===== src/include/nic_defs.svh =====
// Ring NIC parameters: node count, field widths, age limit, read timeout and fill data
`ifndef NIC_DEFS_SVH
`define NIC_DEFS_SVH

// Number of nodes on the ring
`define NIC_NODES 3

// Node id width, id 0 marks an empty slot
`define NIC_ID_W 4

// Destination id that addresses every node
`define NIC_BCAST_ID 4'd15

// Field widths of packets and bus requests
`define NIC_AGE_W 4
`define NIC_HOST_AW 24
`define NIC_PKT_AW 16
`define NIC_DAT_W 8

// Hop count at which a ring stage purges a packet
`define NIC_MAX_AGE (2 * `NIC_NODES)

// Cycles a host read may wait for its answer, and the data it gets on timeout
`define NIC_READ_TIMEOUT 64
`define NIC_FILL_DATA 8'hFF

// Bytes of local memory per node
`define NIC_MEM_DEPTH 256

`endif

===== src/verilog/nic_pkg.sv =====
// Ring NIC types: packet type enum, packet struct, bus request struct, controller state enum
`include "nic_defs.svh"

package nic_pkg;

	// Packet kinds carried in a ring slot
	typedef enum logic [1:0] {
		PT_NULL,
		PT_READ,
		PT_WRITE,
		PT_ACK
	} pkt_type_e;

	// One ring slot, 38 bits wide
	// A did of zero means the slot is empty
	typedef struct packed {
		logic [`NIC_ID_W-1:0]   did;
		logic [`NIC_ID_W-1:0]   sid;
		logic [`NIC_AGE_W-1:0]  age;
		pkt_type_e              ptype;
		logic [`NIC_PKT_AW-1:0] adr;
		logic [`NIC_DAT_W-1:0]  dat;
	} packet_t;

	// Cycle/strobe bus request, used on both the host and the memory side
	// The memory side only fills the low 16 address bits
	typedef struct packed {
		logic                    cyc;
		logic                    stb;
		logic                    we;
		logic [`NIC_HOST_AW-1:0] adr;
		logic [`NIC_DAT_W-1:0]   dat;
	} bus_req_t;

	// Node controller states
	typedef enum logic [2:0] {
		IDLE,
		MEM_READ,
		MEM_WRITE,
		SEND_ACK,
		SEND_REQ,
		WAIT_ACK,
		HOST_DONE
	} ctrl_state_e;

endpackage


===== src/verilog/nic_ring_stage.sv =====
// Ring slot register with packet aging, purge, consume and insert
`timescale 1ns/1ps
`include "nic_defs.svh"

module nic_ring_stage (
	input  logic             clk_i,
	input  logic             rst_n_i,
	input  nic_pkg::packet_t pkt_i,
	output nic_pkg::packet_t pkt_o,
	output nic_pkg::packet_t rx_pkt_o,
	input  logic             consume_i,
	input  logic             insert_i,
	input  nic_pkg::packet_t ins_pkt_i,
	output logic             inserted_o
);
	import nic_pkg::*;

	// A packet arriving with this age would reach the limit in this hop
	localparam int AGE_LAST = `NIC_MAX_AGE - 1;

	packet_t aged;
	logic    slot_free;

	// The controller looks at the packet before it is aged
	assign rx_pkt_o = pkt_i;

	// Age the passing packet and drop it when consumed or too old
	always_comb
	begin
		aged = pkt_i;
		aged.age = pkt_i.age + 1'b1;
		if (pkt_i.did == '0 || consume_i || pkt_i.age >= AGE_LAST)
			aged = '0;
	end

	assign slot_free = (aged.did == '0);

	// The grant is combinational so the controller drops insert_i in the next cycle
	assign inserted_o = insert_i && slot_free;

	// One register per hop
	always_ff @(posedge clk_i or negedge rst_n_i)
	begin
		if (!rst_n_i)
			pkt_o <= '0;
		else if (inserted_o)
			pkt_o <= ins_pkt_i;
		else
			pkt_o <= aged;
	end

	// A live packet that is neither consumed nor purged leaves intact and one hop older
	a_no_overwrite: assert property (@(posedge clk_i) disable iff (!rst_n_i)
		(pkt_i.did != '0 && !consume_i && pkt_i.age < AGE_LAST) |=>
			({pkt_o.did, pkt_o.sid, pkt_o.ptype, pkt_o.adr, pkt_o.dat} ==
				$past({pkt_i.did, pkt_i.sid, pkt_i.ptype, pkt_i.adr, pkt_i.dat}) &&
			pkt_o.age == $past(pkt_i.age) + 1'b1))
		else $error("ring stage overwrote an occupied slot");

endmodule


===== config.mk =====
export PLATFORM = sky130hd
export DESIGN_NAME = nic_ring_stage
export DESIGN_NICKNAME = d
export VERILOG_FILES = /design/src/verilog/nic_pkg.sv /design/src/verilog/nic_ring_stage.sv
export VERILOG_INCLUDE_DIRS = /design/src /design/src/include
export SDC_FILE = /design/constraint.sdc
export NUM_CORES = 1
export LEC_CHECK = 0
export BUFFER_PORTS_ARGS = -buffer_cell sky130_fd_sc_hd__buf_2
export CAP_MARGIN = 5
export CORE_UTILIZATION = 43
export DETAILED_ROUTE_END_ITERATION = 6
export GPL_TIMING_DRIVEN = 0
export PLACE_DENSITY = 0.86
export SKIP_CTS_REPAIR_TIMING = 1
export SLEW_MARGIN = 20
export SYNTH_ARGS = -nofsm -noshare
export SYNTH_HDL_FRONTEND = slang
export SYNTH_SLANG_ARGS = --single-unit

===== constraint.sdc =====
create_clock -name clk_i -period 5.8 [get_ports clk_i]
set_input_delay 1.45 -clock clk_i [delete_from_list [all_inputs] [get_ports clk_i]]
set_output_delay 1.45 -clock clk_i [all_outputs]
set_load 0.01 [all_outputs]

==> summary.md <==
| Metric | Value |
|---|---|
| FP Rows | 24 |
| Max layer used | met4 |
| Fin nets | 451 |
| Routability Congestion | 0.735 |
| Fin cells | 419 |
| Relative slew slack | 43.1% |
| Total I/O pin count | 157 |
| DR iter-0 viols | 75 |
| Met1 WL | 1.57 mm |
| Detailed placement HPWL | 3.71 mm |
| FILL cells | 359 |
| Max-Cap Viols | 0 |
| Post-Synthesis Cells | 206 |
| Power per cell area | 208 nW/um2 |
| Total Power | 612 uW |
| Sink Count | 38 |
| CP arrival | 3.04 ns |
| Met3 wire len | 435 um |
| Number of global-route vias before repair | 1718 |
| Layout cell share with drive strength beyond 1 | 55.3% |
| Net Count, Synth | 289 |
| Reg area | 951 um2 |
| TritonCTS Buffers | 5 |
| Vias | 1823 |
| Final slew viol count | 0 |
| CTS tree | built |
| Initial Util | 45.5% |
| Final setup fails | 0 |
| Largest registers | pkt_o x38 |
| Failing checks | design-rule violations |
| Largest Register | pkt_o |
| Avg Cell Area, Syn | 9.82 um2 |
| Fin crit share | 77.3% |
| Final min period | 4.49 ns |
| Clock root buffer | clkbuf_8 |
| Die area | 4980 um2 |
| Worst Setup Start Kind | primary input |
| Post-synthesis sequential area ratio | 47.0% |
| Clock buffer depth | 2 |
| #FFs+latches synth | 38 |
| Clock slew at reported path FFs | 0.07 ns |
| Vias per cell | 4.35 |
| Drt wl/cell | 10.9 um |
| Unrepaired setup endpoints after global routing | false |
| Kind of critical path | primary input to primary output |
| WHS | 1.28 ns |
| Top FF cell, synth | dfrtp_1 |
| Wire length on met2 | 2.53 mm |
| Ant diodes | 0 |
| Total grt overflow | 0 |
| Crit-path max FO | 10 |
| Mapped Area | 2020 um2 |
| Post-synthesis async set-or-reset flop share | 100% |
| Synth cell count leaders | buf_4, dfrtp_1, mux2i_1, nand2_1, inv_1 |
| Yosys warns | 0 |
| Area of the multi-input gates | 604 um2 |
| Area growth syn-to-layout | 45.6% |
| Post-synth cell types | 15 |
| Number of flops mapped to enable cells by yosys | 0 |
| CP endpoint kind | primary output |
| Max reg flops | 38 |
| Total core area | 4440 um2 |
| Max IR drop VDD | 0.126 mV |
| Post-route DRC | 24 |
| Cell total after placement | 413 |
| HP Class | primary input to asynchronous set/reset pin |
| Gr usage total | 18.9% |
| Global-route wire length before repair | 7.29 mm |
| Die X | 70.6 um |
| Setup TNS | 0 ns |
| Fmax | 223 MHz |
| Cell taking the most area after synthesis | dfrtp_1 |
| Final WL | 4.58 mm |
| LEAKAGE | 2.03 nW |
| Initial antenna violation count | 0 |
| Die Y | 70.6 um |
| IO buf count | 155 |
| Final Util | 66.3% |
| Largest cells by area after synthesis | dfrtp_1, mux2i_1, buf_4 |
| H-tree levels | 2 |
| Synth top area share | 47.0% |
| Final hold viol count | 0 |
| Final ANT Viol Nets | 0 |
| Critical Path RT | 4.35 ns |
| Status | finished, violations left |
| Pre-antenna DRT Iters | 6 |
| Worst Max-Slew Pin Slew | 0.854 ns |
| Count leader, synth | buf_4 |
| Largest net degree at the start of global routing | 39 |
## cells by family after synthesis
family | synth area share [%]
muxes | 18.8
buffers and inverters | 23.1
DFF | 47.0
AOI/OAI and AO/OA | 0.557
xor gates and xnor gates | 0.433
adders and majority gates | 1.86
and+or+nand+nor | 8.23
## report_power, final
| part | internal, mW | switching, mW | leakage (nW) | total [mW] |
|---|---|---|---|---|
| Clock | 0.0916 | 0.0825 | 0.0431 | 0.174 |
| Sequential | 0.284 | 0.00424 | 0.484 | 0.289 |
| Combinational | 0.0768 | 0.0728 | 1.50 | 0.150 |
## final cells by class
cell class	count	share of cell area [%]
repair buffers	155	26.3
inverters	37	4.71
clock buffers	6	2.80
well taps	52	2.21
flip-flops and latches	38	32.3
multi-input cells	85	20.5
plain buffers	46	11.2
## worst max-delay path: stages
cell and delay, ns:
buf_2 0.12, inv_1 0.06, ha_1 0.17, nand2b_1 0.13, a2111o_1 0.44, buf_4 0.21
buf_6 0.17, and2_1 0.15, buf_2 0.13
## per-layer routing
| layer | up-vias | GRT usage (%) |
|---|---|---|
| li1 | 901 | - |
| met3 | 4 | 6.27 |
| met1 | 818 | 18.2 |
| met5 | - | 0 |
| met2 | 100 | 37.3 |
| met4 | 0 | 6.44 |
## stage by stage
step | area (um2) | setup WS [ns]
after floorplan | 2020 | 1.64
after global placement | 2860 | 1.32
after detailed placement | 2860 | 1.30
after CTS | 2950 | 1.30
after global routing | 2950 | 1.23
final | 2950 | 1.31
## placed cells by master, fill, tap and decap left out, drive strengths merged
cell / instances
nand2b: 1
and2: 1
mux2i: 38
clkbuf: 10
a2111o: 1
buf: 197
nand3: 1
ha: 3
nand2: 38
xnor2: 1
inv: 37
dfrtp: 38
nor4: 1
## worst paths after layout
kind / endpoint / from / slack, ns / depth (start not counted)
max: inserted_o / pkt_i[27] / 1.31 / 9
min: pkt_o[0] / rst_n_i / 1.28 / 1
max in group asynchronous: pkt_o[5] / rst_n_i / 3.98 / 1
min in group clk_i: pkt_o[17] / pkt_i[17] / 1.40 / 3
No activity file was read; power rests on OpenSTA's default activity.
