===== src/include/nic_defs.svh =====
// Ring NIC parameters: node count, field widths, age limit, read timeout and fill data
`ifndef NIC_DEFS_SVH
`define NIC_DEFS_SVH

// Number of nodes on the ring
`define NIC_NODES 3

// Node id width, id 0 marks an empty slot
`define NIC_ID_W 4

// Destination id that addresses every node
`define NIC_BCAST_ID 4'd15

// Field widths of packets and bus requests
`define NIC_AGE_W 4
`define NIC_HOST_AW 24
`define NIC_PKT_AW 16
`define NIC_DAT_W 8

// Hop count at which a ring stage purges a packet
`define NIC_MAX_AGE (2 * `NIC_NODES)

// Cycles a host read may wait for its answer, and the data it gets on timeout
`define NIC_READ_TIMEOUT 64
`define NIC_FILL_DATA 8'hFF

// Bytes of local memory per node
`define NIC_MEM_DEPTH 256

`endif

===== src/verilog/nic_pkg.sv =====
// Ring NIC types: packet type enum, packet struct, bus request struct, controller state enum
`include "nic_defs.svh"

package nic_pkg;

	// Packet kinds carried in a ring slot
	typedef enum logic [1:0] {
		PT_NULL,
		PT_READ,
		PT_WRITE,
		PT_ACK
	} pkt_type_e;

	// One ring slot, 38 bits wide
	// A did of zero means the slot is empty
	typedef struct packed {
		logic [`NIC_ID_W-1:0]   did;
		logic [`NIC_ID_W-1:0]   sid;
		logic [`NIC_AGE_W-1:0]  age;
		pkt_type_e              ptype;
		logic [`NIC_PKT_AW-1:0] adr;
		logic [`NIC_DAT_W-1:0]  dat;
	} packet_t;

	// Cycle/strobe bus request, used on both the host and the memory side
	// The memory side only fills the low 16 address bits
	typedef struct packed {
		logic                    cyc;
		logic                    stb;
		logic                    we;
		logic [`NIC_HOST_AW-1:0] adr;
		logic [`NIC_DAT_W-1:0]   dat;
	} bus_req_t;

	// Node controller states
	typedef enum logic [2:0] {
		IDLE,
		MEM_READ,
		MEM_WRITE,
		SEND_ACK,
		SEND_REQ,
		WAIT_ACK,
		HOST_DONE
	} ctrl_state_e;

endpackage


===== src/verilog/nic_mem.sv =====
// Local byte memory of a node as a cycle/strobe bus slave
`timescale 1ns/1ps
`include "nic_defs.svh"

module nic_mem (
	input  logic                  clk_i,
	input  logic                  rst_n_i,
	input  nic_pkg::bus_req_t     req_i,
	output logic                  ack_o,
	output logic [`NIC_DAT_W-1:0] dat_o
);
	localparam int AW = $clog2(`NIC_MEM_DEPTH);

	logic [`NIC_DAT_W-1:0] mem [`NIC_MEM_DEPTH];
	logic                  hit;

	// Serve a strobe once, the ack cycle blocks a second access
	assign hit = req_i.cyc && req_i.stb && !ack_o;

	always_ff @(posedge clk_i or negedge rst_n_i)
	begin
		if (!rst_n_i)
		begin
			ack_o <= 1'b0;
			dat_o <= '0;
			// Unwritten bytes read back as zero
			for (int i = 0; i < `NIC_MEM_DEPTH; i++)
				mem[i] <= '0;
		end
		else
		begin
			ack_o <= hit;
			if (hit)
			begin
				if (req_i.we)
					mem[req_i.adr[AW-1:0]] <= req_i.dat;
				dat_o <= mem[req_i.adr[AW-1:0]];
			end
		end
	end

	// Every ack answers a strobe that the master still holds while it is acked
	a_ack_after_stb: assert property (@(posedge clk_i) disable iff (!rst_n_i)
		ack_o |-> $past(req_i.cyc && req_i.stb) && req_i.cyc && req_i.stb)
		else $error("memory ack without a held strobe");

endmodule


===== config.mk =====
export PLATFORM = sky130hd
export DESIGN_NAME = nic_mem
export DESIGN_NICKNAME = d
export VERILOG_FILES = /design/src/verilog/nic_pkg.sv /design/src/verilog/nic_mem.sv
export VERILOG_INCLUDE_DIRS = /design/src /design/src/include
export SDC_FILE = /design/constraint.sdc
export NUM_CORES = 2
export LEC_CHECK = 0
export ABC_AREA = 1
export BUFFER_PORTS_ARGS = -buffer_cell sky130_fd_sc_hd__buf_2
export CAP_MARGIN = 10
export CORE_ASPECT_RATIO = 1.1
export CORE_MARGIN = 5
export CORE_UTILIZATION = 50
export CTS_BUF_LIST = sky130_fd_sc_hd__clkbuf_8
export CTS_CLUSTER_DIAMETER = 30
export DETAILED_ROUTE_END_ITERATION = 8
export PLACE_DENSITY = 0.67
export SLEW_MARGIN = 20
export SYNTH_ARGS = -nofsm -noshare
export SYNTH_HDL_FRONTEND = slang
export SYNTH_SLANG_ARGS = --single-unit

===== constraint.sdc =====
create_clock -name clk_i -period 2.15 [get_ports clk_i]
set_input_delay 0.215 -clock clk_i [delete_from_list [all_inputs] [get_ports clk_i]]
set_output_delay 0.215 -clock clk_i [all_outputs]
set_load 0.005 [all_outputs]

==> flow_summary.toml <==
[yosys]
synth_top_area_cell = "dfrtp_1"
synth_most_common_cell = "nand2_1"
async_flop_share_pct = 100
synth-seq-area-share_pct = 55.0
synthFlopType = "dfrtp_1"
syn_area_per_cell_um2 = 7.69
syn_area_mm2 = 0.0936
postSynthRegisterBits = 2057
synth-edff-count = 0
yosysTopAreaCellShare_pct = 55.0
yosysWarnings = 0
synthTopCellsByArea = "dfrtp_1, nand2_1, o21ai_0"
synthTopCellsByCount = "nand2_1, dfrtp_1, o21ai_0"
synth_cell_types = 19
syn-num-nets = 12200
syn_inst = 12200

[floorplanning]
fp.coreArea_mm2 = 0.186
die_y_um = 464
dieArea_mm2 = 0.196
die_w_um = 422
start_util_pct = 50.3
io_pins = 46
rows = 166

[critical_path]
critPathMaxFanout = 12
worstPathArrival_ns = 3.07
r2r_cells = 10
crit_required_ns = 3.11
startpoint = "ack_o"
reg2reg_from = "ack_o"
rr_endpoint = "mem[2006]"
cp-start-kind = "flop"
endpoint_kind = "flop"
worstSetupPathType = "flop to flop"
setup.reg_to_reg.worst_slack_ns = 0.04

[timing]
rsz0062_at_grt = "yes"
final_hold_viol_count = 0
skew_ns = 0.0974
slew_headroom_pct = 48.4
timing.final.crit_share_pct = 98.3
max_freq_ghz = 0.473
fin_crit_ns = 2.11
drv_slew = 0
tns_ns = 0
tightestPinTransition_ns = 0.774
setup_viol = 0

[routing]
vias = 85400
drc = 0
wl_per_cell_um = 19.8
routed_via_density = 5.52
drt-initial-drc-count = 8822
wirelength_mm = 306
ant_nets = 0
first_pass_iters = 8

[worst_hold_path]
hold_path_class = "input port to flop"
holdPathEnd = "mem[1515]"
worstHoldPathCells = 4
min_from = "req_i[3]"

[cts]
clock_path_buffers = 4
cts_buffers = 450
clk_pin_slew_ns = 0.06
htreeDepth = 5
clk_latency_ns = 1.10
cts_tree = "built"
cts.sinks = 2057
cts_root_buf = "clkbuf_8"

[global_routing]
grt_antenna_before_repair = 7
grt_pass1_vias = 83700
grt_remaining_overflow = 0
grt_pass1_wl_mm = 480
grt_use_total_pct = 30.9
grt_max_degree = 121

[power]
leakage_nw = 55.2
peakVddDrop_mv = 0.723
seqPwrFrac_pct = 42.6
power_w = 0.0929
switching_share_pct = 24.8
power.switching_w = 0.0230
p_int_w = 0.0699
clock_power_share_pct = 51.5
powerDensity_mw_per_mm2 = 822
power_frac_comb_pct = 5.9

[cells_and_area]
nNetsFinal = 12700
multi_input_area_mm2 = 0.0383
fill_cells = 16400
drive_gt1_share_pct = 13.4
register_area_mm2 = 0.0515
area_delta_synth_final_pct = 20.8
final_util_pct = 60.7

[placed_design]
gp_congestion = 0.948
dp_hpwl_mm = 199
numPortBuffers = 29

[outcome]
outcome = "finished clean"

[flow_run]
cap_viol_max_count = 0
-- sequential cells by signal (all words and copies together), names as in the netlist --
| name | cells |
|---|---|
| ack_o | 1 |
| dat_o | 8 |
| mem | 2048 |
-- cells by family (layout without fill, tap and decap cells) --
group | count (synthesis) | after routing | share of synthesized area [%]
and+or+nand+nor | 6931 | 6931 | 28.7
buffers and inverters | 913 | 1774 | 4.15
other | 0 | 2 | 0
AOI/OAI and AO/OA | 2272 | 2272 | 12.2
DFF | 2057 | 2057 | 55.0
-- worst max path at each step --
stage	end	slack [ns]	cells after the start
after CTS	mem[1705]	0.006	11
final	mem[2006]	0.04	10
after floorplan	mem[2029]	0.29	11
after detailed placement	dat_o[3]	-0.66	18
after global routing	mem[1886]	-0.01	9
after global placement	dat_o[3]	-0.63	18
-- power by group through the flow --
stage               sequential (W)  clock [W]  combinational (W)
floorplan                   0.0401          0            0.00209
global placement            0.0402          0            0.00529
detailed placement          0.0402          0            0.00535
CTS                         0.0396     0.0484            0.00541
global route                0.0396     0.0505            0.00585
finish                      0.0396     0.0479            0.00545
-- final cells by class --
| type | count | area share [%] |
|---|---|---|
| sequential | 2057 | 45.5 |
| multi-input combinational | 9203 | 33.9 |
| timing repair buffer | 929 | 8.68 |
| clock buffer | 527 | 6.42 |
| tap | 2436 | 2.70 |
| clock inverter | 286 | 2.59 |
| inverter | 32 | 0.186 |
| antenna | 2 | 0.00443 |
-- worst max-delay path: stages (launching register included) --
cell	delay [ns]
dfrtp_1	0.43
nor2_4	0.12
buf_12	0.14
nand2_1	0.09
inv_4	0.12
nand2_2	0.13
nor2_4	0.19
buf_12	0.22
nand2_1	0.12
buf_4	0.19
o21ai_0	0.21
-- cells in the final DEF (no fill, tap or decap), types with 55 or more instances in the layout --
cell type	n
a21oi_1	106
buf_12	224
buf_4	653
bufinv_16	55
clkbuf_8	527
clkinv_2	90
dfrtp_1	2057
inv_1	82
nand2_1	6228
nand3_1	197
nand4_1	108
nor2_1	320
o21ai_0	1988
o21ai_1	175
-- metrics by stage --
stage / setup slack (ns) / cells / area [um2] / hold slack (ns)
CTS: 0.00640 / 15500 / 113000 / 0.0107
finish: 0.0361 / 15500 / 113000 / 0.124
floorplan: 0.287 / 12200 / 93600 / -0.0806
detailed placement: -0.663 / 14600 / 103000 / 0.149
global route: -0.0117 / 15500 / 113000 / 0.0924
global placement: -0.628 / 14600 / 103000 / 0.151
-- layer usage --
layer / GRT usage, % / up-vias / share of wire (%)
li1: - / 39900 / -
met1: 41.3 / 41000 / 41
met2: 48.6 / 3739 / 45
met3: 6.46 / 778 / 8.9
met4: 14.4 / 6 / 4.9
met5: 0 / - / 0.011
-- repair_timing --
item | CTS | global route
resized for setup | 2 | 13
pin swaps | 2 | 3
hold buffers | 22 | 0
endpoints found under the hold margin | 4113 | 0
setup buffers | 1 | 3
endpoints found under the setup margin | 339 | 103
Note: power is estimated with default switching activity, not from simulation.
