<file path="config.mk">
export PLATFORM = sky130hd
export DESIGN_NAME = nic_ctrl
export DESIGN_NICKNAME = d
export VERILOG_FILES = /design/src/verilog/nic_pkg.sv /design/src/verilog/nic_ctrl.sv
export VERILOG_INCLUDE_DIRS = /design/src /design/src/include
export SDC_FILE = /design/constraint.sdc
export NUM_CORES = 1
export LEC_CHECK = 0
export ABC_AREA = 1
export BUFFER_PORTS_ARGS = -buffer_cell sky130_fd_sc_hd__buf_2
export CORE_AREA = 2 2 95 97
export CTS_CLUSTER_DIAMETER = 120
export DETAILED_ROUTE_END_ITERATION = 6
export DIE_AREA = 0 0 97 99
export PLACE_DENSITY = 0.85
export SLEW_MARGIN = 10
export SYNTH_ARGS = -nofsm -noshare
export SYNTH_HDL_FRONTEND = slang
export SYNTH_SLANG_ARGS = --single-unit
</file>
<file path="constraint.sdc">
create_clock -name clk_i -period 9.1 [get_ports clk_i]
set_input_delay 1.82 -clock clk_i [delete_from_list [all_inputs] [get_ports clk_i]]
set_output_delay 1.82 -clock clk_i [all_outputs]
set_load 0.05 [all_outputs]
</file>
<file path="src/include/nic_defs.svh">
// Ring NIC parameters: node count, field widths, age limit, read timeout and fill data
`ifndef NIC_DEFS_SVH
`define NIC_DEFS_SVH

// Number of nodes on the ring
`define NIC_NODES 3

// Node id width, id 0 marks an empty slot
`define NIC_ID_W 4

// Destination id that addresses every node
`define NIC_BCAST_ID 4'd15

// Field widths of packets and bus requests
`define NIC_AGE_W 4
`define NIC_HOST_AW 24
`define NIC_PKT_AW 16
`define NIC_DAT_W 8

// Hop count at which a ring stage purges a packet
`define NIC_MAX_AGE (2 * `NIC_NODES)

// Cycles a host read may wait for its answer, and the data it gets on timeout
`define NIC_READ_TIMEOUT 64
`define NIC_FILL_DATA 8'hFF

// Bytes of local memory per node
`define NIC_MEM_DEPTH 256

`endif
</file>
<file path="src/verilog/nic_pkg.sv">
// Ring NIC types: packet type enum, packet struct, bus request struct, controller state enum
`include "nic_defs.svh"

package nic_pkg;

	// Packet kinds carried in a ring slot
	typedef enum logic [1:0] {
		PT_NULL,
		PT_READ,
		PT_WRITE,
		PT_ACK
	} pkt_type_e;

	// One ring slot, 38 bits wide
	// A did of zero means the slot is empty
	typedef struct packed {
		logic [`NIC_ID_W-1:0]   did;
		logic [`NIC_ID_W-1:0]   sid;
		logic [`NIC_AGE_W-1:0]  age;
		pkt_type_e              ptype;
		logic [`NIC_PKT_AW-1:0] adr;
		logic [`NIC_DAT_W-1:0]  dat;
	} packet_t;

	// Cycle/strobe bus request, used on both the host and the memory side
	// The memory side only fills the low 16 address bits
	typedef struct packed {
		logic                    cyc;
		logic                    stb;
		logic                    we;
		logic [`NIC_HOST_AW-1:0] adr;
		logic [`NIC_DAT_W-1:0]   dat;
	} bus_req_t;

	// Node controller states
	typedef enum logic [2:0] {
		IDLE,
		MEM_READ,
		MEM_WRITE,
		SEND_ACK,
		SEND_REQ,
		WAIT_ACK,
		HOST_DONE
	} ctrl_state_e;

endpackage

</file>
<file path="src/verilog/nic_ctrl.sv">
// Node controller FSM for packet decode, host service, memory cycles and transmit requests
`timescale 1ns/1ps
`include "nic_defs.svh"

module nic_ctrl (
	input  logic                  clk_i,
	input  logic                  rst_n_i,
	input  logic [`NIC_ID_W-1:0]  node_id_i,
	input  nic_pkg::bus_req_t     host_req_i,
	output logic                  host_ack_o,
	output logic                  host_err_o,
	output logic [`NIC_DAT_W-1:0] host_dat_o,
	input  nic_pkg::packet_t      rx_pkt_i,
	output logic                  consume_o,
	output logic                  insert_o,
	output nic_pkg::packet_t      ins_pkt_o,
	input  logic                  inserted_i,
	output nic_pkg::bus_req_t     mem_req_o,
	input  logic                  mem_ack_i,
	input  logic [`NIC_DAT_W-1:0] mem_dat_i,
	output logic                  tmr_start_o,
	output logic                  tmr_clear_o,
	input  logic                  tmr_expired_i
);
	import nic_pkg::*;

	localparam int PAD_W = `NIC_HOST_AW - `NIC_PKT_AW;

	ctrl_state_e          state;
	ctrl_state_e          back_state;
	packet_t              rx_q;
	packet_t              tx_q;
	logic [`NIC_ID_W-1:0] rd_src;
	logic                 rd_pend;
	logic                 ack_got;
	logic                 tmo_got;
	logic                 rx_mine;
	logic                 rx_bcast;
	logic                 rx_req;
	logic                 take_req;
	logic                 take_ack;
	logic                 host_go;
	logic                 host_new;
	logic                 host_remote;

	// ==========================================================================
	// Packet decode
	// ==========================================================================

	assign rx_mine = (rx_pkt_i.did == node_id_i);
	assign rx_bcast = (rx_pkt_i.did == `NIC_BCAST_ID);

	// Writes are taken when addressed or broadcast, reads only when addressed
	assign rx_req = (rx_pkt_i.ptype == PT_WRITE && (rx_mine || rx_bcast)) ||
		(rx_pkt_i.ptype == PT_READ && rx_mine);

	// Requests are served while idle, waiting for an answer or holding the host ack
	// In every other state they pass on untouched
	assign take_req = rx_req && (state == IDLE || state == WAIT_ACK || state == HOST_DONE);

	// The answer to our read may turn up in any state, it is latched until WAIT_ACK
	assign take_ack = rd_pend && !ack_got && rx_pkt_i.ptype == PT_ACK && rx_mine &&
		rx_pkt_i.sid == rd_src;

	// Broadcasts stay on the ring until the age limit purges them
	assign consume_o = (take_req && !rx_bcast) || take_ack;

	// ==========================================================================
	// Transmit and timer control
	// ==========================================================================

	assign insert_o = (state == SEND_REQ || state == SEND_ACK);
	assign ins_pkt_o = tx_q;
	assign tmr_start_o = (state == SEND_REQ) && inserted_i && (tx_q.ptype == PT_READ);
	assign tmr_clear_o = take_ack;

	assign host_go = host_req_i.cyc && host_req_i.stb;
	assign host_new = (state == IDLE) && !take_req && host_go && !host_ack_o;
	assign host_remote = host_req_i.adr[`NIC_HOST_AW-1];

	// After serving the ring, go back to waiting if a read is outstanding
	assign back_state = rd_pend ? WAIT_ACK : IDLE;

	// Packet registers
	always_ff @(posedge clk_i)
	begin
		if (take_req)
			rx_q <= rx_pkt_i;
		if (host_new && host_remote)
		begin
			tx_q <= '{did: host_req_i.adr[16 +: `NIC_ID_W], sid: node_id_i, age: '0,
				ptype: host_req_i.we ? PT_WRITE : PT_READ,
				adr: host_req_i.adr[`NIC_PKT_AW-1:0], dat: host_req_i.dat};
			rd_src <= host_req_i.adr[16 +: `NIC_ID_W];
		end
		else if (state == MEM_READ && mem_ack_i)
			tx_q <= '{did: rx_q.sid, sid: node_id_i, age: '0, ptype: PT_ACK,
				adr: rx_q.adr, dat: mem_dat_i};
	end

	// ==========================================================================
	// State machine
	// ==========================================================================

	always_ff @(posedge clk_i or negedge rst_n_i)
	begin
		if (!rst_n_i)
		begin
			state <= IDLE;
			host_ack_o <= 1'b0;
			host_err_o <= 1'b0;
			host_dat_o <= '0;
			rd_pend <= 1'b0;
			ack_got <= 1'b0;
			tmo_got <= 1'b0;
			mem_req_o <= '0;
		end
		else
		begin
			// The host ack ends when the host drops its strobe in any state
			if (host_ack_o && !host_go)
			begin
				host_ack_o <= 1'b0;
				host_err_o <= 1'b0;
			end
			if (take_ack)
			begin
				ack_got <= 1'b1;
				host_dat_o <= rx_pkt_i.dat;
			end
			if (rd_pend && tmr_expired_i)
				tmo_got <= 1'b1;

			if (take_req)
			begin
				// Start the memory cycle for the packet on the ring now
				mem_req_o <= '{cyc: 1'b1, stb: 1'b1, we: rx_pkt_i.ptype == PT_WRITE,
					adr: {{PAD_W{1'b0}}, rx_pkt_i.adr}, dat: rx_pkt_i.dat};
				state <= (rx_pkt_i.ptype == PT_WRITE) ? MEM_WRITE : MEM_READ;
			end
			else
			begin
				case (state)
				IDLE:
					if (host_new)
					begin
						if (host_remote)
							state <= SEND_REQ;
						else
						begin
							// Local addresses are not served, answer with an error
							host_ack_o <= 1'b1;
							host_err_o <= 1'b1;
							host_dat_o <= `NIC_FILL_DATA;
							state <= HOST_DONE;
						end
					end
				SEND_REQ:
					if (inserted_i)
					begin
						if (tx_q.ptype == PT_WRITE)
						begin
							// Posted write
							host_ack_o <= 1'b1;
							host_err_o <= 1'b0;
							state <= HOST_DONE;
						end
						else
						begin
							rd_pend <= 1'b1;
							state <= WAIT_ACK;
						end
					end
				WAIT_ACK:
					if (ack_got || tmo_got)
					begin
						// An answer beats a timeout that fired in the same window
						host_ack_o <= 1'b1;
						host_err_o <= !ack_got;
						if (!ack_got)
							host_dat_o <= `NIC_FILL_DATA;
						rd_pend <= 1'b0;
						ack_got <= 1'b0;
						tmo_got <= 1'b0;
						state <= HOST_DONE;
					end
				MEM_READ:
					if (mem_ack_i)
					begin
						mem_req_o.cyc <= 1'b0;
						mem_req_o.stb <= 1'b0;
						state <= SEND_ACK;
					end
				MEM_WRITE:
					if (mem_ack_i)
					begin
						mem_req_o.cyc <= 1'b0;
						mem_req_o.stb <= 1'b0;
						state <= back_state;
					end
				SEND_ACK:
					if (inserted_i)
						state <= back_state;
				HOST_DONE:
					if (!host_go)
						state <= IDLE;
				default:
					state <= IDLE;
				endcase
			end
		end
	end

	// Every memory strobe comes with cyc and is acked by the memory one cycle later
	a_mem_cycle: assert property (@(posedge clk_i) disable iff (!rst_n_i)
		$rose(mem_req_o.stb) |-> mem_req_o.cyc ##1 mem_ack_i)
		else $error("memory strobe without cyc or without ack");

endmodule

</file>
==> results by group <==
Run status
  • Run status: finished, final reports clean

Finish
  • Finished Cell Area: approximately 5400 µm²
  • Util after Layout: 0.627
  • Proportion of layout cells with a drive suffix above 1: 0.326
  • Signed area change from the synthesized netlist to the final layout: 22.5%
  • Antenna diodes: 0
  • Number of nets at the end of the flow: 690

Route
  • Detailed-route DRC error count: 0
  • Via Count: 3518
  • Wirelength, routed: 10.1 mm
  • Met3 routed WL: 763 µm
  • Routed vias/inst: between 4 and 5
  • First-pass iteration count of the detailed router: 4
  • Met2 wire length: about 5.0 mm
  • WL/cell: about 14 µm
  • Met1 Wirelength: between 4 and 5 mm
  • First-iteration detailed-routing DRC count: about 170
  • DR top layer: met4
  • Count of nets left with antenna violations after detail routing: 0

Place
  • Pre-CTS setup slack: between 3 and 4 ns
  • Final estimated routing congestion in global placement: about 0.95
  • Post-DP HPWL: slightly above 7 mm
  • # port buffers: about 160
  • Post-DP Area: approximately 5200 µm²

Logic synthesis
  • Sequential area share after synthesis: 0.639
  • Share of synthesized registers carrying an async set or reset: 0.420
  • Number of distinct standard cells referenced by the synthesized netlist: 30
  • Total of flip-flops plus latches after synthesis: 100
  • Most used DFF post-synth: sky130_fd_sc_hd__edfxtp_1
  • Post-synth EDFFs: 58
  • Count of mapped cells out of synthesis: ~450
  • Post-synthesis instance area: 4370 µm²
  • Syn. warnings: 0
  • Synthesized area per cell: 9.78 µm²

Worst setup path
  • RR Startpoint: state[0]
  • Largest fanout of any net on the critical path: 43
  • Kind of start point of the critical path: input port
  • R2R Setup Slk: around 6.3 ns
  • Endpoint kind of the worst setup timing path: primary output
  • Reg2Reg Depth: 6
  • Worst reg2reg endpoint: ins_pkt_o[24]
  • Endpoint required time on the critical path: around 7.3 ns
  • Crit Path Category: in -> out
  • Worst EP arrival: 3.50 ns

CTS
  • Buffers inserted by post-CTS timing repair: 0
  • Clock latency at the later pin of the worst-skew pair: approximately 0.37 ns
  • Total of hold buffers inserted after clock tree synthesis: 0
  • Number of resized instances in the post-cts repair step: 0
  • Number of buffers added by the clock tree synthesis step: 9
  • CTS sink cnt: 100
  • CTS tree: done
  • Bufs on Longest Clock Path: 2
  • Cell at the root of the clock tree: sky130_fd_sc_hd__clkbuf_8
  • Maximum level of the CTS H-tree: 3
  • Clock transition at the register clock pins on the worst setup and hold paths after CTS: about 0.090 ns

Global routing
  • Pin count of the biggest net entering global routing: 44
  • First-pass GRT wire length: between 15 and 20 mm
  • Number of antenna violations at the first check in global routing: 0
  • Via count of the first global-routing pass: 3382
  • All-Layer GR Usage: 0.209
  • Residual overflow from global routing: 0

STA
  • Clock tree skew after final layout: ~0.02 ns
  • Setup repair after global routing missed its margin: false
  • Tmin final: between 5 and 6 ns
  • Ratio of final minimum period to clock period: 0.585
  • Fin. Hold Viols: 0
  • Final worst setup slack: roughly 3.8 ns
  • Max-slew violations: 0
  • Total negative setup slack: 0 ns
  • Worst slew margin relative to its limit: 0.284
  • Maximum clock rate: between 150 and 200 MHz
  • Final number of setup-violating endpoints: 0
  • Transition at the pin with the smallest max-transition slack: 1.07 ns

Pwr
  • Pwr dens: around 300 nW/µm²
  • Cell leakage power: roughly 2.8 nW
  • Peak supply drop: 150 µV

Hold path
  • Min-Delay Path Depth: 2
  • Worst min path class: reg -> reg
  • Hold-critical path endpoint: mem_req_o[32]
  • Hold Crit Start: mem_req_o[32]

Run
  • Max-cap viol count: 0

Floorplanning
  • Starting utilization of the core area: 0.511
  • Number of I/O pins: ~180
  • Die height: 99 µm
  • Die X: just under 100 µm
  • Core area: 8550 µm²
  • Placement row count: 34
  • Die area: between 9000 and 10000 µm²
## through the flow
| step | total power, mW | instances | hold WS [ns] |
|---|---|---|---|
| 4_1_cts | 1.62 | 713 | 0.478 |
| 2_1_floorplan | 1.19 | 458 | 0.485 |
| 3_5_place_dp | 1.35 | 697 | 0.454 |
| 5_1_grt | 1.70 | 713 | 0.515 |
| 3_3_place_gp | 1.34 | 697 | 0.456 |
| 6_report | 1.61 | 713 | 0.482 |
## flip-flops by register name (all words and copies together) (netlist names)
signal,cells
host_dat_o,8
tmo_got,1
state,3
ack_got,1
host_ack_o,1
rx_q,20
rd_pend,1
mem_req_o,26
rd_src,4
ins_pkt_o,34
host_err_o,1
## cells in the mapped netlist (5+ instances only)
| library cell | count | share of area |
|---|---|---|
| sky130_fd_sc_hd__o211ai_1 | 10 | 0.017 |
| sky130_fd_sc_hd__a21oi_1 | 5 | 0.0057 |
| sky130_fd_sc_hd__o21ai_0 | 18 | 0.021 |
| sky130_fd_sc_hd__buf_2 | 8 | 0.0092 |
| sky130_fd_sc_hd__inv_1 | 33 | 0.028 |
| sky130_fd_sc_hd__buf_4 | 16 | 0.027 |
| sky130_fd_sc_hd__nor2_1 | 11 | 0.0094 |
| sky130_fd_sc_hd__nand3_1 | 12 | 0.014 |
| sky130_fd_sc_hd__dfrtp_1 | 42 | 0.24 |
| sky130_fd_sc_hd__nand2_2 | 5 | 0.0072 |
| sky130_fd_sc_hd__edfxtp_1 | 58 | 0.40 |
| sky130_fd_sc_hd__nand2_1 | 197 | 0.17 |
## logic make-up after synthesis
kind of cell	after synthesis	share of synthesized area
AND/OR/NAND/NOR	243	0.232
flip-flops	100	0.639
buffers and inverters	64	0.0747
AO/OA/AOI/OAI	37	0.0501
XOR/XNOR	2	0.00401
other	1	0.000858
## routing by layer
layer,vias up,global-route usage
met5,-,0
met4,0,0.0683
met3,14,0.0582
met2,155,0.360
met1,1630,0.258
li1,1719,-
## placed cells by master (no fill, tap or decap), drive strengths merged, types with 2 or more instances in the layout
cell type,netlist,final
nor3,3,3
edfxtp,58,58
nand2,204,204
nand3,14,14
clkinv,1,5
inv,37,39
o22ai,2,2
conb,1,12
nand4,4,4
dfrtp,42,42
or2,4,4
buf,26,157
o21ai,19,19
a21oi,5,5
clkbuf,0,9
nor2,13,13
o211ai,10,10
## cell type report
class                   instances  area (µm²)
fillers                       690        3190
flip-flops and latches        100        2790
multi-input cells             294        1310
repair buffers                157         786
inverters                      38         144
well taps                     108         135
clock buffers                   9         124
clock inverters                 7        71.3
## worst max-delay path, cell delays in order
cell and delay [ns]:
sky130_fd_sc_hd__buf_2 0.10, sky130_fd_sc_hd__inv_2 0.04, sky130_fd_sc_hd__nor3_2 0.27, sky130_fd_sc_hd__nand2_1 0.10, sky130_fd_sc_hd__nand2_2 0.09, sky130_fd_sc_hd__nand2_2 0.11, sky130_fd_sc_hd__clkinv_2 0.11, sky130_fd_sc_hd__nand2_4 0.28
sky130_fd_sc_hd__o21ai_0 0.25, sky130_fd_sc_hd__buf_2 0.30
## power by group
part / total, mW / internal (mW) / switching [mW]
clock network: 0.271 / 0.106 / 0.165
registers: 0.648 / 0.592 / 0.0556
logic: 0.695 / 0.156 / 0.540
## how the worst max path moves through the flow
stage,from,endpoint
finish,rx_pkt_i[37],consume_o
global route,rx_pkt_i[36],consume_o
CTS,rx_pkt_i[37],consume_o
detailed placement,rx_pkt_i[37],consume_o
global placement,rx_pkt_i[37],consume_o
floorplan,rx_pkt_i[37],consume_o
Note: power is estimated with default switching activity, not from simulation.
