[config.mk]
export PLATFORM = sky130hd
export DESIGN_NAME = nic_read_timer
export DESIGN_NICKNAME = d
export VERILOG_FILES = /design/src/verilog/nic_read_timer.sv
export VERILOG_INCLUDE_DIRS = /design/src /design/src/include
export SDC_FILE = /design/constraint.sdc
export NUM_CORES = 1
export LEC_CHECK = 0
export BUFFER_PORTS_ARGS = -buffer_cell sky130_fd_sc_hd__buf_2
export CAP_MARGIN = 10
export CORE_AREA = 2 2 39 41
export DETAILED_ROUTE_END_ITERATION = 6
export DIE_AREA = 0 0 41 43
export PLACE_DENSITY_LB_ADDON = 0.05
export SETUP_SLACK_MARGIN = 0.2
export SLEW_MARGIN = 20
export SYNTH_ARGS = -nofsm -noshare
export SYNTH_HDL_FRONTEND = slang
export SYNTH_SLANG_ARGS = --single-unit
[constraint.sdc]
create_clock -name clk_i -period 3.37 [get_ports clk_i]
set_input_delay 0.674 -clock clk_i [delete_from_list [all_inputs] [get_ports clk_i]]
set_output_delay 0.674 -clock clk_i [all_outputs]
set_load 0.005 [all_outputs]
[src/include/nic_defs.svh]
// Ring NIC parameters: node count, field widths, age limit, read timeout and fill data
`ifndef NIC_DEFS_SVH
`define NIC_DEFS_SVH

// Number of nodes on the ring
`define NIC_NODES 3

// Node id width, id 0 marks an empty slot
`define NIC_ID_W 4

// Destination id that addresses every node
`define NIC_BCAST_ID 4'd15

// Field widths of packets and bus requests
`define NIC_AGE_W 4
`define NIC_HOST_AW 24
`define NIC_PKT_AW 16
`define NIC_DAT_W 8

// Hop count at which a ring stage purges a packet
`define NIC_MAX_AGE (2 * `NIC_NODES)

// Cycles a host read may wait for its answer, and the data it gets on timeout
`define NIC_READ_TIMEOUT 64
`define NIC_FILL_DATA 8'hFF

// Bytes of local memory per node
`define NIC_MEM_DEPTH 256

`endif
[src/verilog/nic_read_timer.sv]
// Down-counter that bounds the wait of a host read for its answer
`timescale 1ns/1ps
`include "nic_defs.svh"

module nic_read_timer (
	input  logic clk_i,
	input  logic rst_n_i,
	input  logic start_i,
	input  logic clear_i,
	output logic expired_o
);
	localparam int CNT_W = $clog2(`NIC_READ_TIMEOUT);

	logic [CNT_W-1:0] cnt;
	logic             running;

	// Zero is reached exactly the timeout after the start cycle
	assign expired_o = running && (cnt == '0);

	always_ff @(posedge clk_i or negedge rst_n_i)
	begin
		if (!rst_n_i)
		begin
			running <= 1'b0;
			cnt <= '0;
		end
		else if (start_i)
		begin
			running <= 1'b1;
			cnt <= CNT_W'(`NIC_READ_TIMEOUT - 1);
		end
		// The expiry pulse also stops the timer, so it fires once
		else if (clear_i || expired_o)
			running <= 1'b0;
		else if (running)
			cnt <= cnt - 1'b1;
	end

	// The controller holds one read outstanding at a time
	a_start_idle: assert property (@(posedge clk_i) disable iff (!rst_n_i)
		start_i |-> !running)
		else $error("read timer restarted while running");

endmodule

==> impl_metrics.json, run 1 <==
{
  "reg2reg_depth": 5,
  "setup_tns_ns": 0,
  "dp.final_hpwl_microns": 625,
  "cp_slowest_stage_delay_ns": 0.39,
  "drc": 0,
  "grt_max_degree": 14,
  "cts_num_sinks": 7,
  "hold_viol_final": 0,
  "power_per_cell_area_nw_per_um2": 355,
  "io-pin-count": 5,
  "critical_path_peak_fanout": 6,
  "finish.instance_area_sq_um": 517,
  "status": "completed",
  "timing.final.ws_setup_ns": 1.25,
  "finish.net_count": 57,
  "syn_area_sq_um": 454,
  "fp.coreArea_sq_um": 1380,
  "antenna_found_initial": 0,
  "synth_seq_cells": 7,
  "synthesis.instances": 43,
  "worst_slew_margin_rel_pct": 75.1,
  "totalWireLength_microns": 779,
  "area_growth_syn_to_layout_pct": 13.8,
  "vias": 301,
  "latest_clock_arrival_within_the_worst_skew_pair_ns": 0.25,
  "global_route.overflow_total": 0,
  "rrSetupSlack_ns": 1.87,
  "rsz0062_at_grt": "no",
  "clock_tree.buffer_depth": 2,
  "fmaxAchievable_mhz": 471,
  "tritoncts": "built",
  "viasPerCell": 4.56,
  "fp.dieH_microns": 43,
  "antenna_violating_nets_post_route": 0,
  "cts_inserted_buffers": 3,
  "ys.warnings.count": 0,
  "timing.critical_path.arrival_ns": 1.45,
  "share_of_post_route_cells_with_drive_strength_above_1_pct": 22.0,
  "initial_standard_cell_utilization_of_the_core_pct": 32.8,
  "netlist-cell-type-count": 17,
  "hold_path_class": "in -> async",
  "port_buffers": 4,
  "setup.worst_path.start_class": "flip-flop",
  "design_power_total_mw": 0.183,
  "dieWidth_microns": 41,
  "vdd_ir_drop_max_v": 0.000186,
  "worst_r2r_startpoint": "cnt[0]",
  "cellLeakagePower_nw": 0.206,
  "worst-slew-pin-transition_ns": 0.372,
  "fin_crit_period_ns": 2.12,
  "synthesis.area_per_instance_sq_um": 10.6,
  "insertedDiodeCount": 0,
  "grt_pass1_vias": 320,
  "setup_violations": 0,
  "path_class": "reg -> out",
  "worstPathRequired_ns": 2.70,
  "critical_path.cell_chain": "inv_1 -> ha_1 -> and4bb_4 -> and2_1 -> buf_2",
  "final.setup_skew_ns": 0.00165,
  "synth.yosys.seq_area_share_pct": 38.6,
  "cts_root_buf": "sky130_fd_sc_hd__clkbuf_4",
  "grt_first_pass_wirelength_microns": 1410,
  "grt_util_all_layers_pct": 12.7,
  "ctsResizeCount": 0,
  "crit_path_end_kind": "output port",
  "rows": 14,
  "maxCapViolCount": 0,
  "post_cts_buffers": 0,
  "placed_area_sq_um": 490,
  "report.final.slew_viol_count": 0,
  "ctsHtreeMaxLevel": 1,
  "cts_hold_buffers": 0,
  "gp_routability_congestion": 0.681,
  "terminus_of_the_critical_flop_to_flop_path": "cnt[1]",
  "post_synthesis_net_count": 49,
  "clk_pin_slew_worst_paths_ns": 0.05,
  "detailed_router_s_first_iteration_violation_count": 0,
  "worst_path_max_delay_cell": "sky130_fd_sc_hd__dfrtp_1",
  "preCtsSetupSlack_ns": 1.51,
  "die_area_sq_um": 1760,
  "first_pass_iters": 1,
  "final_min_period_over_clock_period_pct": 63.0,
  "drt-wirelength-per-cell_microns": 11.8
}
## layer usage
metal  share of wire, %  global-route usage, %  vias to the layer above  wire length [microns]
met5                  0                      0                        -                      0
met2                 50                   17.5                        3                    388
met4               0.64                   10.0                        0                      5
li1                   -                      -                      162                      -
met3                3.2                   3.14                        2                     25
met1                 46                   15.8                      134                    360
## logic make-up (layout without fill, tap and decap cells)
group | Yosys count | count (layout) | synth area share [%]
multiplexers | 6 | 6 | 13.2
adder cells (fa/ha/maj) | 2 | 2 | 5.51
AO/OA/AOI/OAI | 4 | 4 | 7.99
flip-flops | 7 | 7 | 38.6
AND/OR/NAND/NOR | 20 | 20 | 31.4
buffers and inverters | 4 | 11 | 3.30
## registers in the layout, summed over array words and instances (netlist names)
name	count
running	1
cnt	6
## area by class of cell
type / count / area, sq um
Clock buffer: 4 / 26.3
Fill cell: 138 / 867
Inverter: 3 / 11.3
Multi-Input combinational cell: 32 / 264
Sequential cell: 7 / 175
Tap cell: 16 / 20.0
Timing Repair Buffer: 4 / 20.0
## worst max path at each step
stage	cells after the start	slack [ns]	from	endpoint
floorplan	4	1.67	cnt[0]	expired_o
global placement	5	1.55	cnt[0]	expired_o
detailed placement	5	1.51	cnt[0]	expired_o
CTS	5	1.23	cnt[0]	expired_o
global route	5	1.15	cnt[0]	expired_o
finish	5	1.25	cnt[0]	expired_o
## metrics by stage
step / hold slack (ns) / instances / util, %
floorplan: 0.378 / 43 / -
global placement: 0.517 / 62 / 35.4
detailed placement: 0.517 / 62 / 35.4
CTS: 0.242 / 66 / 37.3
global route: 0.241 / 66 / 37.3
finish: 0.247 / 66 / 37.3
## synthesized netlist by cell type, drive strengths merged
cell type / n / area [sq um]
nor2: 8 / 30.0
dfrtp: 7 / 175
mux2i: 6 / 60.1
nor2b: 5 / 31.3
a211oi: 3 / 27.5
inv: 3 / 11.3
ha: 2 / 25.0
a211o: 1 / 8.76
and2: 1 / 6.26
and4bb: 1 / 16.3
clkbuf: 1 / 3.75
nand2: 1 / 3.75
nand2b: 1 / 6.26
nand4bb: 1 / 11.3
nor4b: 1 / 23.8
or4b: 1 / 13.8
## where the power goes
part           switching (mW)  total [mW]  internal (mW)
combinational          0.0101      0.0171        0.00701
sequential            0.00272      0.0897         0.0870
clock                  0.0313      0.0765         0.0452
## worst max-delay path, delay by kind of cell (launching register included)
family,cells,cell delay [ns]
fa+ha+maj,1,0.17
flops,1,0.39
simple gates,2,0.43
buf+inv,2,0.20
## cells in the final DEF (no fill, tap or decap), drive strengths merged
cell     netlist  routed
nand4bb        1       1
a211oi         3       3
and2           1       1
nor2           8       8
dfrtp          7       7
mux2i          6       6
buf            0       4
nand2b         1       1
clkbuf         1       4
inv            3       3
and4bb         1       1
nand2          1       1
or4b           1       1
ha             2       2
nor2b          5       5
a211o          1       1
nor4b          1       1
No activity file was read; power rests on OpenSTA's default activity.
==> run 2, diff against run 1 <==
- clock period: 3.37 -> 2.07 ns (I/O delays scaled with it)
==> run 2 against run 1 <==
Critical path type unchanged. Register-to-register slack got worse by 1.4 ns. Setup slack got worse by 0.94 ns. Via count increased by 6.6%. Clock skew increased by 0.0067 ns. Flip-flop and latch count unchanged.
==> impl_metrics.json, run 2 (same netlist as run 1, synthesis figures left out) <==
{
  "timing.critical_path.arrival_ns": 1.35,
  "rows": 14,
  "finish.instance_area_sq_um": 536,
  "setup_violations": 0,
  "vdd_ir_drop_max_v": 0.000277,
  "setup_tns_ns": 0,
  "layout_commonest_cell": "sky130_fd_sc_hd__nor2_1",
  "setup.worst_path.start_class": "flip-flop",
  "fp.coreArea_sq_um": 1380,
  "gp_routability_congestion": 0.677,
  "ctsHtreeMaxLevel": 1,
  "dieWidth_microns": 41,
  "totalWireLength_microns": 810,
  "critical_path.cell_chain": "inv_2 -> ha_1 -> and4bb_4 -> and2_1 -> buf_2",
  "hold_viol_final": 0,
  "placed_area_sq_um": 490,
  "fp.dieH_microns": 43,
  "drt-wirelength-per-cell_microns": 11.9,
  "layout.area.seq_sq_um": 175,
  "num-fill-cells": 138,
  "cts_inserted_buffers": 3,
  "crit_path_end_kind": "output port",
  "registers.top_by_ff_count": "cnt",
  "fin_crit_period_ns": 1.76,
  "cts_root_buf": "sky130_fd_sc_hd__clkbuf_4",
  "fmaxAchievable_mhz": 568,
  "post_layout_nonfiller_instances": 68,
  "design_power_total_mw": 0.300,
  "preCtsSetupSlack_ns": 0.480,
  "finish.utilization_pct": 38.7,
  "grt_pass1_vias": 352,
  "worst_slew_margin_rel_pct": 75.3,
  "timing.final.ws_setup_ns": 0.310,
  "detailed_router_s_first_iteration_violation_count": 3,
  "grt_util_all_layers_pct": 12.1,
  "insertedDiodeCount": 0,
  "final.setup_skew_ns": 0.00840,
  "global_route.overflow_total": 0,
  "report.final.slew_viol_count": 0,
  "most-common-layout-cells": "8 x sky130_fd_sc_hd__nor2_1, 7 x sky130_fd_sc_hd__dfrtp_1, 6 x sky130_fd_sc_hd__mux2i_1",
  "power_per_cell_area_nw_per_um2": 561,
  "path_buf_inv": 2,
  "first_pass_iters": 3,
  "drc": 0,
  "critical_path.top_delay_family": "flip-flops",
  "clk_pin_slew_worst_paths_ns": 0.06,
  "path_class": "reg -> out",
  "largest_register_ff_count": 6,
  "antenna_violating_nets_post_route": 0,
  "initial_standard_cell_utilization_of_the_core_pct": 32.8,
  "viasPerCell": 4.72,
  "clock_tree.buffer_depth": 2,
  "cp_slowest_stage_delay_ns": 0.38,
  "worst-slew-pin-transition_ns": 0.369,
  "status": "completed",
  "share_of_post_route_cells_with_drive_strength_above_1_pct": 26.9,
  "final_min_period_over_clock_period_pct": 85.0,
  "latest_clock_arrival_within_the_worst_skew_pair_ns": 0.25,
  "worst_path_max_delay_cell": "sky130_fd_sc_hd__dfrtp_1",
  "largest_registers": "cnt x6, running x1",
  "placed_cells": 62,
  "die_area_sq_um": 1760,
  "rsz0062_at_grt": "no",
  "timing.hold.ws_ns": 0.517,
  "multi_input_area_sq_um": 264,
  "finish.net_count": 59,
  "tritoncts": "built",
  "vias": 321,
  "hold_path_class": "in -> async",
  "cts_num_sinks": 7,
  "area_growth_syn_to_layout_pct": 17.9,
  "critical_path_peak_fanout": 3,
  "port_buffers": 4,
  "grt_max_degree": 14,
  "antenna_found_initial": 0,
  "io-pin-count": 5,
  "dp.final_hpwl_microns": 631,
  "cellLeakagePower_nw": 0.216,
  "grt_first_pass_wirelength_microns": 1430,
  "maxCapViolCount": 0,
  "worstPathRequired_ns": 1.66
}
run 2: layout make-up:
class	instances	share of cell area, %
sequential	7	32.7
clock buffer	3	4.21
clock inverter	1	0.935
inverter	3	2.10
tap	16	3.74
timing repair buffer	6	7.01
multi-input combinational	32	49.3
run 2: timing repair:
action,in CTS,in global routing
hold buffers,1,0
endpoints found under the setup margin,1,1
hold endpoints to repair,7,0
gates resized for setup,0,1
setup buffers,1,0
run 2: routing by layer:
layer	GRT usage, %	vias up	routed length, microns
met5	0	-	0
met4	8.00	0	0
met3	1.57	0	22
met2	18.8	3	416
met1	14.9	151	371
li1	-	167	-
run 2: power breakdown:
part | leakage [nW] | switching [mW] | total (mW) | internal (mW)
combinational | 0.134 | 0.0172 | 0.0298 | 0.0126
clock | 0.0177 | 0.0536 | 0.124 | 0.0707
sequential | 0.0649 | 0.00467 | 0.146 | 0.142
run 2: final timing paths:
check	startpoint	end	slack (ns)	cells past startpoint
max reg2reg	cnt[0]	cnt[4]	0.47	6
min reg2reg	cnt[5]	cnt[5]	0.55	2
min	rst_n_i	running	0.52	2
max in group asynchronous	rst_n_i	cnt[2]	1.39	2
max	cnt[0]	expired_o	0.31	5
min in group clk_i	clear_i	cnt[3]	0.52	3
==> run 3, diff against run 2 <==
- MAX_ROUTING_LAYER: unset -> met4
- clock period: 2.07 -> 1.8 ns (I/O delays scaled with it)
==> run 3 against run 2 <==
Core utilization up 3.2 points. Total power up 21%. Via count is 8.4% higher. Design area up 8.2%. Clock skew is 0.0019 ns lower. Sequential share of layout area fell by 2.5 points. Global-route usage up 2.1 points. Combinational power rose by 67%. Critical path depth unchanged.
==> impl_metrics.json, run 3 (same netlist as run 1, synthesis figures left out) <==
{
  "gp_routability_congestion": 0.665,
  "path_buf_inv": 2,
  "worst_slew_margin_rel_pct": 79.9,
  "initial_standard_cell_utilization_of_the_core_pct": 32.8,
  "area_growth_syn_to_layout_pct": 27.5,
  "status": "completed",
  "finish.net_count": 63,
  "registers.top_by_ff_count": "cnt",
  "most-common-layout-cells": "7 x sky130_fd_sc_hd__nor2_1, 7 x sky130_fd_sc_hd__dfrtp_1, 6 x sky130_fd_sc_hd__mux2i_1",
  "vias": 348,
  "timing.hold.ws_ns": 0.473,
  "dp.final_hpwl_microns": 608,
  "setup_tns_ns": 0,
  "fp.coreArea_sq_um": 1380,
  "worst-slew-pin-transition_ns": 0.300,
  "setup.worst_path.start_class": "flip-flop",
  "io-pin-count": 5,
  "power_per_cell_area_nw_per_um2": 628,
  "detailed_router_s_first_iteration_violation_count": 1,
  "worst_path_max_delay_cell": "sky130_fd_sc_hd__dfrtp_1",
  "clock_tree.buffer_depth": 2,
  "crit_path_end_kind": "output port",
  "share_of_post_route_cells_with_drive_strength_above_1_pct": 35.7,
  "grt_first_pass_wirelength_microns": 1550,
  "fin_crit_period_ns": 1.65,
  "drt-wirelength-per-cell_microns": 12.9,
  "final.setup_skew_ns": 0.00646,
  "ctsHtreeMaxLevel": 1,
  "viasPerCell": 4.83,
  "insertedDiodeCount": 0,
  "cellLeakagePower_nw": 0.229,
  "antenna_found_initial": 0,
  "hold_viol_final": 0,
  "totalWireLength_microns": 930,
  "fmaxAchievable_mhz": 606,
  "cts_root_buf": "sky130_fd_sc_hd__clkbuf_4",
  "worstPathRequired_ns": 1.44,
  "final_min_period_over_clock_period_pct": 91.7,
  "tritoncts": "built",
  "largest_register_ff_count": 6,
  "cp_slowest_stage_delay_ns": 0.38,
  "global_route.overflow_total": 0,
  "preCtsSetupSlack_ns": 0.265,
  "first_pass_iters": 2,
  "cts_inserted_buffers": 3,
  "critical_path_peak_fanout": 2,
  "port_buffers": 4,
  "fp.dieH_microns": 43,
  "die_area_sq_um": 1760,
  "setup_violations": 0,
  "critical_path.cell_chain": "inv_2 -> ha_4 -> and4bb_4 -> and2_1 -> buf_2",
  "drc": 0,
  "vdd_ir_drop_max_v": 0.000360,
  "rsz0062_at_grt": "yes",
  "path_class": "reg -> out",
  "cts_num_sinks": 7,
  "clk_pin_slew_worst_paths_ns": 0.06,
  "largest_registers": "cnt x6, running x1",
  "dieWidth_microns": 41,
  "latest_clock_arrival_within_the_worst_skew_pair_ns": 0.25,
  "antenna_violating_nets_post_route": 0,
  "report.final.slew_viol_count": 0,
  "grt_util_all_layers_pct": 14.2,
  "timing.critical_path.arrival_ns": 1.29,
  "rows": 14,
  "critical_path.top_delay_family": "flip-flops",
  "hold_path_class": "in -> async",
  "grt_max_degree": 14,
  "timing.final.ws_setup_ns": 0.150,
  "maxCapViolCount": 0,
  "grt_pass1_vias": 371
}
## run 3: metrics by stage
| step | instances | power [mW] | cell area, sq um | utilization [%] |
|---|---|---|---|---|
| 3_5_place_dp | 62 | 0.204 | 490 | 35.4 |
| 5_1_grt | 72 | 0.390 | 579 | 41.9 |
| 3_3_place_gp | 62 | 0.203 | 490 | 35.4 |
| 6_report | 72 | 0.364 | 579 | 41.9 |
| 2_1_floorplan | 43 | 0.190 | 454 | - |
| 4_1_cts | 71 | 0.366 | 557 | 40.2 |
## run 3: path summary, 6_finish.rpt
| path | start | endpoint | slack (ns) | cells after the start |
|---|---|---|---|---|
| worst max-delay path | cnt[1] | expired_o | 0.15 | 5 |
| worst min-delay path | rst_n_i | cnt[1] | 0.47 | 2 |
| worst max register to register | cnt[0] | cnt[5] | 0.19 | 4 |
| worst min register to register | cnt[5] | cnt[5] | 0.56 | 2 |
| max in group asynchronous | rst_n_i | cnt[3] | 1.16 | 2 |
| min in group clk_i | clear_i | cnt[5] | 0.48 | 3 |
## run 3: repair_timing
item | CTS | global route
gates resized for setup | 2 | 3
hold buffers | 1 | 0
endpoints found under the hold margin | 7 | 0
pin swaps | 0 | 2
setup buffers | 4 | 1
endpoints found under the setup margin | 1 | 7
## run 3: area by class of cell
class / instances / area [sq um]
clock buffer: 4 / 26.3
fill: 147 / 805
inverter: 3 / 11.3
multi-input combinational: 32 / 279
sequential: 7 / 175
tap: 16 / 20.0
timing repair buffer: 10 / 67.6
## run 3: power breakdown
part           internal, mW  switching [mW]
clock network        0.0848          0.0618
logic                0.0244          0.0254
registers             0.163         0.00461
## run 3: layer usage
metal  wire length (microns)  track usage (%)  vias up  share of wire, %
li1                        -                -      175                 -
met1                     425             16.8      168                46
met2                     472             19.4        3                51
met3                      23             4.71        2               2.5
met4                       9             10.0        0              0.97
met5                       0                -        -                 0
